$ cat config.mk
export PLATFORM = sky130hd
export DESIGN_NAME = exu_top
export DESIGN_NICKNAME = d
export VERILOG_FILES = /design/src/hdl/exu_pkg.sv /design/src/hdl/mem_req_if.sv /design/src/hdl/exu_alu.sv /design/src/hdl/exu_bru.sv /design/src/hdl/exu_lsu.sv /design/src/hdl/exu_top.sv
export SDC_FILE = /design/constraint.sdc
export NUM_CORES = 1
export LEC_CHECK = 0
export ABC_AREA = 1
export ABC_CLOCK_PERIOD_IN_PS = 6900
export BUFFER_PORTS_ARGS = -buffer_cell sky130_fd_sc_hd__buf_2
export CORE_MARGIN = 10
export CORE_UTILIZATION = 30
export CTS_CLUSTER_DIAMETER = 50
export DETAILED_ROUTE_END_ITERATION = 8
export PLACE_DENSITY = 0.52
export SLEW_MARGIN = 10
export SYNTH_ARGS = -nofsm -noshare
export SYNTH_HDL_FRONTEND = slang
export SYNTH_SLANG_ARGS = --single-unit
$ cat constraint.sdc
create_clock -name clk -period 6.9 [get_ports clk]
set_input_delay 1.725 -clock clk [delete_from_list [all_inputs] [get_ports clk]]
set_output_delay 1.725 -clock clk [all_outputs]
set_load 0.02 [all_outputs]
$ cat src/hdl/exu_pkg.sv
package exu_pkg;

    localparam int DATA_WIDTH = 32;
    localparam int ADDR_WIDTH = 5;

    // byte lanes on the memory bus and the width of the offset inside a word
    localparam int STRB_WIDTH = DATA_WIDTH / 8;
    localparam int OFFS_WIDTH = $clog2(STRB_WIDTH);

    typedef enum logic [3:0] {
        ALU_ADD  = 4'd0,
        ALU_SUB  = 4'd1,
        ALU_AND  = 4'd2,
        ALU_OR   = 4'd3,
        ALU_XOR  = 4'd4,
        ALU_SLL  = 4'd5,
        ALU_SRL  = 4'd6,
        ALU_SRA  = 4'd7,
        ALU_SLT  = 4'd8,
        ALU_SLTU = 4'd9
    } alu_op_e;

    typedef enum logic [3:0] {
        BR_NONE = 4'd0,
        BR_JAL  = 4'd1,
        BR_JALR = 4'd2,
        BR_BEQ  = 4'd3,
        BR_BNE  = 4'd4,
        BR_BLT  = 4'd5,
        BR_BGE  = 4'd6,
        BR_BLTU = 4'd7,
        BR_BGEU = 4'd8
    } branch_op_e;

    typedef enum logic [1:0] {
        SIZE_BYTE = 2'd0,
        SIZE_HALF = 2'd1,
        SIZE_WORD = 2'd2
    } mem_size_e;

    typedef enum logic [1:0] {
        LSU_IDLE = 2'd0,
        LSU_WAIT = 2'd1,
        LSU_DONE = 2'd2
    } lsu_state_e;

endpackage

$ cat src/hdl/mem_req_if.sv
`timescale 1ns/100ps

// one load or store handed from the stage to the load/store unit
interface mem_req_if import exu_pkg::*; ();

    logic                  valid;
    logic                  ren;
    logic                  wen;
    logic [DATA_WIDTH-1:0] addr;
    mem_size_e             size;
    logic                  sext;
    logic [DATA_WIDTH-1:0] wdata;
    logic                  done;
    logic [DATA_WIDTH-1:0] rdata;

    modport ctrl (
        output valid, ren, wen, addr, size, sext, wdata,
        input  done, rdata
    );

    modport unit (
        input  valid, ren, wen, addr, size, sext, wdata,
        output done, rdata
    );

endinterface

$ cat src/hdl/exu_alu.sv
`timescale 1ns/100ps

module exu_alu import exu_pkg::*; (
    input  logic [DATA_WIDTH-1:0] src1,
    input  logic [DATA_WIDTH-1:0] src2,
    input  alu_op_e               alu_op,
    output logic [DATA_WIDTH-1:0] alu_result,
    output logic                  branch_less,
    output logic                  branch_zero
);

    logic [4:0] shamt;

    assign shamt = src2[4:0];

    // compare flags also feed the branch unit
    assign branch_zero = (src1 == src2);
    assign branch_less = (alu_op == ALU_SLTU) ? (src1 < src2)
                                              : ($signed(src1) < $signed(src2));

    always_comb begin
        case (alu_op)
            ALU_ADD: begin
                alu_result = src1 + src2;
            end
            ALU_SUB: begin
                alu_result = src1 - src2;
            end
            ALU_AND: begin
                alu_result = src1 & src2;
            end
            ALU_OR: begin
                alu_result = src1 | src2;
            end
            ALU_XOR: begin
                alu_result = src1 ^ src2;
            end
            ALU_SLL: begin
                alu_result = src1 << shamt;
            end
            ALU_SRL: begin
                alu_result = src1 >> shamt;
            end
            ALU_SRA: begin
                alu_result = $signed(src1) >>> shamt;
            end
            // set-less-than reuses the compare flag, signed or unsigned by op
            ALU_SLT, ALU_SLTU: begin
                alu_result = {{(DATA_WIDTH-1){1'b0}}, branch_less};
            end
            default: begin
                alu_result = '0;
            end
        endcase
    end

endmodule

$ cat src/hdl/exu_bru.sv
`timescale 1ns/100ps

module exu_bru import exu_pkg::*; (
    input  branch_op_e            branch_op,
    input  logic                  branch_less,
    input  logic                  branch_zero,
    input  logic [DATA_WIDTH-1:0] branch_pc,
    input  logic [DATA_WIDTH-1:0] branch_rs1,
    input  logic [DATA_WIDTH-1:0] branch_imm,
    output logic                  branch_taken,
    output logic [DATA_WIDTH-1:0] branch_jmp_pc
);

    logic [DATA_WIDTH-1:0] jalr_pc;

    always_comb begin
        case (branch_op)
            BR_JAL, BR_JALR:   branch_taken = 1'b1;
            BR_BEQ:            branch_taken = branch_zero;
            BR_BNE:            branch_taken = !branch_zero;
            BR_BLT, BR_BLTU:   branch_taken = branch_less;
            BR_BGE, BR_BGEU:   branch_taken = !branch_less;
            default:           branch_taken = 1'b0;
        endcase
    end

    // jalr target is rs1 relative with the low bit forced to zero
    assign jalr_pc = (branch_rs1 + branch_imm) & ~{{(DATA_WIDTH-1){1'b0}}, 1'b1};

    always_comb begin
        if (!branch_taken) begin
            branch_jmp_pc = branch_pc + 4;
        end else if (branch_op == BR_JALR) begin
            branch_jmp_pc = jalr_pc;
        end else begin
            branch_jmp_pc = branch_pc + branch_imm;
        end
    end

endmodule

$ cat src/hdl/exu_lsu.sv
`timescale 1ns/100ps

module exu_lsu import exu_pkg::*; (
    input  logic                  clk,
    input  logic                  rst_n,
    mem_req_if.unit               req,
    input  logic                  wb_ready,

    output logic                  wr_req,
    output logic [DATA_WIDTH-1:0] wr_addr,
    output logic [DATA_WIDTH-1:0] wr_data,
    output logic [STRB_WIDTH-1:0] wr_mask,
    input  logic                  wr_complete,

    output logic                  rd_req,
    output logic [DATA_WIDTH-1:0] rd_addr,
    input  logic [DATA_WIDTH-1:0] rd_data,
    input  logic                  rd_complete
);

    lsu_state_e            state;
    lsu_state_e            state_nxt;
    logic                  ren_q;
    logic                  wen_q;
    logic                  complete;
    logic [DATA_WIDTH-1:0] addr_q;
    logic [OFFS_WIDTH-1:0] offs_q;
    mem_size_e             size_q;
    logic                  sext_q;
    logic [DATA_WIDTH-1:0] wdata_q;
    logic [STRB_WIDTH-1:0] mask_q;
    logic [DATA_WIDTH-1:0] lane_data;
    logic [STRB_WIDTH-1:0] lane_mask;
    logic [DATA_WIDTH-1:0] rd_shift;
    logic [DATA_WIDTH-1:0] load_ext;
    logic [DATA_WIDTH-1:0] load_q;

    // ~~~~~~~~~~~~~~~~~~~~~~~~~~~~~~~~~~~~~~~~~~~~~~~~
    // request FSM

    assign complete = (ren_q & rd_complete) | (wen_q & wr_complete);

    always_comb begin
        state_nxt = state;
        case (state)
            LSU_IDLE: if (req.valid) state_nxt = LSU_WAIT;
            LSU_WAIT: if (complete) state_nxt = LSU_DONE;
            LSU_DONE: if (wb_ready) state_nxt = LSU_IDLE;
            default:  state_nxt = LSU_IDLE;
        endcase
    end

    always_ff @(posedge clk or negedge rst_n) begin
        if (!rst_n) begin
            state <= LSU_IDLE;
            ren_q <= 1'b0;
            wen_q <= 1'b0;
        end else begin
            state <= state_nxt;
            if (state == LSU_IDLE && req.valid) begin
                ren_q <= req.ren;
                wen_q <= req.wen;
            end
        end
    end

    // ~~~~~~~~~~~~~~~~~~~~~~~~~~~~~~~~~~~~~~~~~~~~~~~~
    // store lane alignment

    always_comb begin
        case (req.size)
            SIZE_BYTE: begin
                lane_data = {STRB_WIDTH{req.wdata[7:0]}};
                lane_mask = {{(STRB_WIDTH-1){1'b0}}, 1'b1} << req.addr[OFFS_WIDTH-1:0];
            end
            SIZE_HALF: begin
                lane_data = {(STRB_WIDTH/2){req.wdata[15:0]}};
                lane_mask = {{(STRB_WIDTH-2){1'b0}}, 2'b11} << {req.addr[OFFS_WIDTH-1:1], 1'b0};
            end
            default: begin
                lane_data = req.wdata;
                lane_mask = '1;
            end
        endcase
    end

    // operation is latched on accept so the bus sees stable fields
    always_ff @(posedge clk) begin
        if (state == LSU_IDLE && req.valid) begin
            addr_q  <= {req.addr[DATA_WIDTH-1:OFFS_WIDTH], {OFFS_WIDTH{1'b0}}};
            offs_q  <= req.addr[OFFS_WIDTH-1:0];
            size_q  <= req.size;
            sext_q  <= req.sext;
            wdata_q <= lane_data;
            mask_q  <= lane_mask;
        end
        if (state == LSU_WAIT && ren_q && rd_complete) begin
            load_q <= load_ext;
        end
    end

    // ~~~~~~~~~~~~~~~~~~~~~~~~~~~~~~~~~~~~~~~~~~~~~~~~
    // load extraction

    assign rd_shift = rd_data >> {offs_q, 3'b000};

    always_comb begin
        case (size_q)
            SIZE_BYTE: load_ext = {{(DATA_WIDTH-8){sext_q & rd_shift[7]}}, rd_shift[7:0]};
            SIZE_HALF: load_ext = {{(DATA_WIDTH-16){sext_q & rd_shift[15]}}, rd_shift[15:0]};
            default:   load_ext = rd_data;
        endcase
    end

    assign rd_req  = (state == LSU_WAIT) & ren_q;
    assign wr_req  = (state == LSU_WAIT) & wen_q;
    assign rd_addr = addr_q;
    assign wr_addr = addr_q;
    assign wr_data = wdata_q;
    assign wr_mask = mask_q;

    assign req.done  = (state == LSU_DONE);
    assign req.rdata = load_q;

endmodule

$ cat src/hdl/exu_top.sv
`timescale 1ns/100ps

module exu_top import exu_pkg::*; (
    input  logic                  clk,
    input  logic                  rst_n,

    input  logic                  in_valid,
    output logic                  in_ready,
    input  logic                  wb_ready,
    output logic                  out_valid,

    input  logic [DATA_WIDTH-1:0] alu_src1,
    input  logic [DATA_WIDTH-1:0] alu_src2,
    input  alu_op_e               alu_op,
    input  branch_op_e            branch_op,
    input  logic [DATA_WIDTH-1:0] branch_pc,
    input  logic [DATA_WIDTH-1:0] branch_rs1,
    input  logic [DATA_WIDTH-1:0] branch_imm,
    input  logic [ADDR_WIDTH-1:0] rd,

    input  logic                  mem_ren,
    input  logic                  mem_wen,
    input  mem_size_e             mem_size,
    input  logic                  mem_sext,
    input  logic [DATA_WIDTH-1:0] mem_wdata,

    output logic                  reg_wen,
    output logic [ADDR_WIDTH-1:0] reg_waddr,
    output logic [DATA_WIDTH-1:0] reg_wdata,
    output logic                  branch_taken,
    output logic [DATA_WIDTH-1:0] branch_jmp_pc,

    output logic                  wr_req,
    output logic [DATA_WIDTH-1:0] wr_addr,
    output logic [DATA_WIDTH-1:0] wr_data,
    output logic [STRB_WIDTH-1:0] wr_mask,
    input  logic                  wr_complete,

    output logic                  rd_req,
    output logic [DATA_WIDTH-1:0] rd_addr,
    input  logic [DATA_WIDTH-1:0] rd_data,
    input  logic                  rd_complete
);

    logic [DATA_WIDTH-1:0] alu_result;
    logic                  branch_less;
    logic                  branch_zero;
    logic                  is_mem;

    mem_req_if mreq ();

    exu_alu u_alu (
        .src1        (alu_src1),
        .src2        (alu_src2),
        .alu_op      (alu_op),
        .alu_result  (alu_result),
        .branch_less (branch_less),
        .branch_zero (branch_zero)
    );

    exu_bru u_bru (
        .branch_op     (branch_op),
        .branch_less   (branch_less),
        .branch_zero   (branch_zero),
        .branch_pc     (branch_pc),
        .branch_rs1    (branch_rs1),
        .branch_imm    (branch_imm),
        .branch_taken  (branch_taken),
        .branch_jmp_pc (branch_jmp_pc)
    );

    // ~~~~~~~~~~~~~~~~~~~~~~~~~~~~~~~~~~~~~~~~~~~~~~~~
    // memory request built from the inputs and the ALU sum

    assign is_mem     = mem_ren | mem_wen;
    assign mreq.valid = in_valid & is_mem;
    assign mreq.ren   = mem_ren;
    assign mreq.wen   = mem_wen;
    assign mreq.addr  = alu_result;
    assign mreq.size  = mem_size;
    assign mreq.sext  = mem_sext;
    assign mreq.wdata = mem_wdata;

    exu_lsu u_lsu (
        .clk         (clk),
        .rst_n       (rst_n),
        .req         (mreq.unit),
        .wb_ready    (wb_ready),
        .wr_req      (wr_req),
        .wr_addr     (wr_addr),
        .wr_data     (wr_data),
        .wr_mask     (wr_mask),
        .wr_complete (wr_complete),
        .rd_req      (rd_req),
        .rd_addr     (rd_addr),
        .rd_data     (rd_data),
        .rd_complete (rd_complete)
    );

    // ~~~~~~~~~~~~~~~~~~~~~~~~~~~~~~~~~~~~~~~~~~~~~~~~
    // stage handshake and register write port

    assign in_ready  = rst_n & ~mreq.done;
    assign out_valid = in_valid & (is_mem ? mreq.done : 1'b1);

    assign reg_wen   = out_valid & (rd != '0);
    assign reg_waddr = reg_wen ? rd : '0;
    assign reg_wdata = !reg_wen ? '0 : (mem_ren ? mreq.rdata : alu_result);

endmodule

==> flow_summary.toml <==
[detailed_routing]
route.detailed.drc = 0
via_per_inst = 5.40
dr.pass1.iters = 6
avgRoutedWirePerCell_um = 23.8
via_count = 26200
wl_um = 115000
antenna_left = 0
drt-initial-drc-count = 2763

[cts]
cts_tree = "done"
post_cts_resized = 0
clk_latency_ns = 0.36
post_cts_buffers = 0
clock-sinks = 107
clkSlewWorstSetupHoldPaths_ns = 0.08
hold_buffers = 0
htree_levels = 3
numCtsBuffers = 9
cts_root_buffer = "clkbuf_16"
clockBufferDepth = 2

[synthesis]
yosys.area.top_type = "nand2_1"
syn_area_per_cell_um2 = 5.68
synth_async_sr_flop_share_pct = 3.74
synth_cells = 3621
yosysSeqAreaShare_pct = 15.5
synthesis.area_mm2 = 0.0206
synth-seq-cells = 107
synth_area_leaders = "nand2_1 20%, edfxtp_1 15%, nand3_1 11%, ha_1 9.7%, inv_1 7.8%"
yosysTopAreaCellShare_pct = 20.4
synth_edf_count = 103
ys.flop_type = "edfxtp_1"
synth.distinct_cells = 59
ys_warn_count = 0

[setup_path]
cp.arrival_ns = 4.82
crit_path_end_kind = "output pin"
cp_common_cell = "nand2_1"
slowest_delay_ns = 0.43
startpoint_type = "primary input"
path_cells = "buf_2, inv_1, ha_1, nand2_1, nor2_1, buf_4, nand3_1, nand3_1, a21oi_1, o21ai_0, nand2_1, nor2_1, nand2_1, o21ai_0, inv_1, buf_2"
crit_fanout = 9
cp_slowest_cell = "ha_1"
path_class = "in2out"
cp_num_buf_inv = 5
cp_top_family = "simple AND/OR/NAND/NOR gates"
critPathRequiredTime_ns = 5.18

[timing]
rsz0062_at_grt = "false"
fmax_ghz = 0.153
worst_slew_pin_slew_ns = 0.939
min_period_ns = 6.55
setup_viol = 0
skew_ns = 0.0147
min_period_over_period_pct = 94.9
finalSetupTns_ns = 0
hold_viol = 0
slew-limit-headroom_pct = 36.8
drv_slew = 0

[floorplan]
ios = 423
die_h_um = 282
row_count = 95
dieArea_mm2 = 0.0794
die_w_um = 282
initial_utilization_pct = 30.4
core_area_mm2 = 0.0676

[job]
drv_cap = 0

[place]
port_buffers = 418
dp_cells = 4823
hpwlAfterDp_um = 98300
place_congestion = 1.02

[final_layout]
nNetsFinal = 4372
instances_no_fill = 4842
postLayoutCoreUtil_pct = 35.1
syn2layout_area_growth_pct = 15.4
drive_above_1_share_pct = 14.6

[global_routing]
grt_max_degree = 71
track_usage_pct = 27.6
first_global_vias = 25400
grt-ovfl-total = 0
grt_antenna_before_repair = 5
grt_pass1_wl_um = 165000

[status]
status = "completed"

[power]
power.density_mw_per_mm2 = 151
p_leak_uw = 0.0124
ir_drop_mv = 0.107

[hold_path]
hold_class = "reg2reg"
==> routing by layer <==
metal | global-route usage, % | share of wire, %
met3 | 3.79 | 7.4
met4 | 8.83 | 3.5
met2 | 45.8 | 46
met1 | 36.5 | 43
met5 | 0 | 0.023
==> area by class of cell <==
cell class	count	area, µm²
antenna	3	7.51
clock buffer	10	229
clock inverter	6	57.6
fill	7861	43900
inverter	446	1680
multi-input combinational	2909	14800
sequential	107	3190
tap	873	1090
timing repair buffer	488	2670
==> placed cells by master, fill, tap and decap left out, types with 13 or more instances in the layout <==
cell,Yosys,final
inv_1,427,425
nand3_1,464,464
nand2_2,13,13
o21bai_1,27,27
a21oi_1,200,200
nor2_1,359,356
o21ai_0,203,203
o22ai_1,22,22
nand4_1,59,59
xor2_1,31,31
ha_1,159,159
nor3_1,57,57
buf_2,45,418
o211ai_1,21,21
buf_4,44,66
nand2_1,1119,1119
nor2_2,12,14
inv_2,17,17
edfxtp_1,103,103
==> cell usage after synthesis, types with 27 or more instances <==
cell type  number
a21oi_1       200
buf_2          45
buf_4          44
clkbuf_1       39
edfxtp_1      103
ha_1          159
inv_1         427
nand2_1      1119
nand3_1       464
nand4_1        59
nor2_1        359
nor3_1         57
o21ai_0       203
o21bai_1       27
xor2_1         31
==> sequential cells by signal (all words and copies together), names as in the netlist <==
| name | count |
|---|---|
| u_lsu.size_q | 2 |
| u_lsu.rd_addr | 30 |
| u_lsu.offs_q | 2 |
| u_lsu.req.rdata | 32 |
| u_lsu.ren_q | 1 |
| u_lsu.wr_mask | 4 |
| u_lsu.wr_data | 32 |
| u_lsu.wen_q | 1 |
| u_lsu.state | 2 |
| u_lsu.sext_q | 1 |
==> worst reg2reg max path: cells and delay by family (launching register included) <==
| family | cells | cell delay (ns) |
|---|---|---|
| compound gates | 2 | 0.43 |
| simple gates | 2 | 0.59 |
| buf+inv | 3 | 0.97 |
| flops | 1 | 0.51 |
==> logic make-up after synthesis <==
kind of cell,count (synthesis),synth area share (%)
xor gates and xnor gates,43,1.83
and+or+nand+nor,2143,44.6
adders and majority gates,163,10.1
DFF,107,15.5
AOI/OAI and AO/OA,551,15.2
other,1,0.0182
buffers and inverters,608,12.6
muxes,5,0.243
==> path summary, 6_finish.rpt <==
check,start,end,slack [ns],depth (start not counted)
worst max-delay path,alu_src1[9],reg_wdata[10],0.35,16
worst min-delay path,u_lsu.ren_q,u_lsu.ren_q,0.53,2
worst max register to register,u_lsu.size_q[1],u_lsu.req.rdata[24],4.10,7
worst min register to register,u_lsu.ren_q,u_lsu.ren_q,0.53,2
max in group asynchronous,rst_n,u_lsu.state[0],5.61,1
min in group asynchronous,rst_n,u_lsu.wen_q,1.16,1
==> stage by stage <==
step	total power, µW	area (µm²)	hold slack, ns	setup slack [ns]
after detailed placement	3050	23400	0.507	0.436
after global placement	3070	23400	0.509	0.458
final	3600	23700	0.526	0.351
after CTS	3580	23700	0.525	0.430
after global routing	3830	23700	0.577	0.174
after floorplan	2240	20600	0.475	0.935
==> report_power, final <==
group | internal [µW] | switching [µW]
logic | 615 | 1550
clock network | 253 | 264
registers | 853 | 58.2
total | 1720 | 1870
Power figures use the tool's default switching activity.
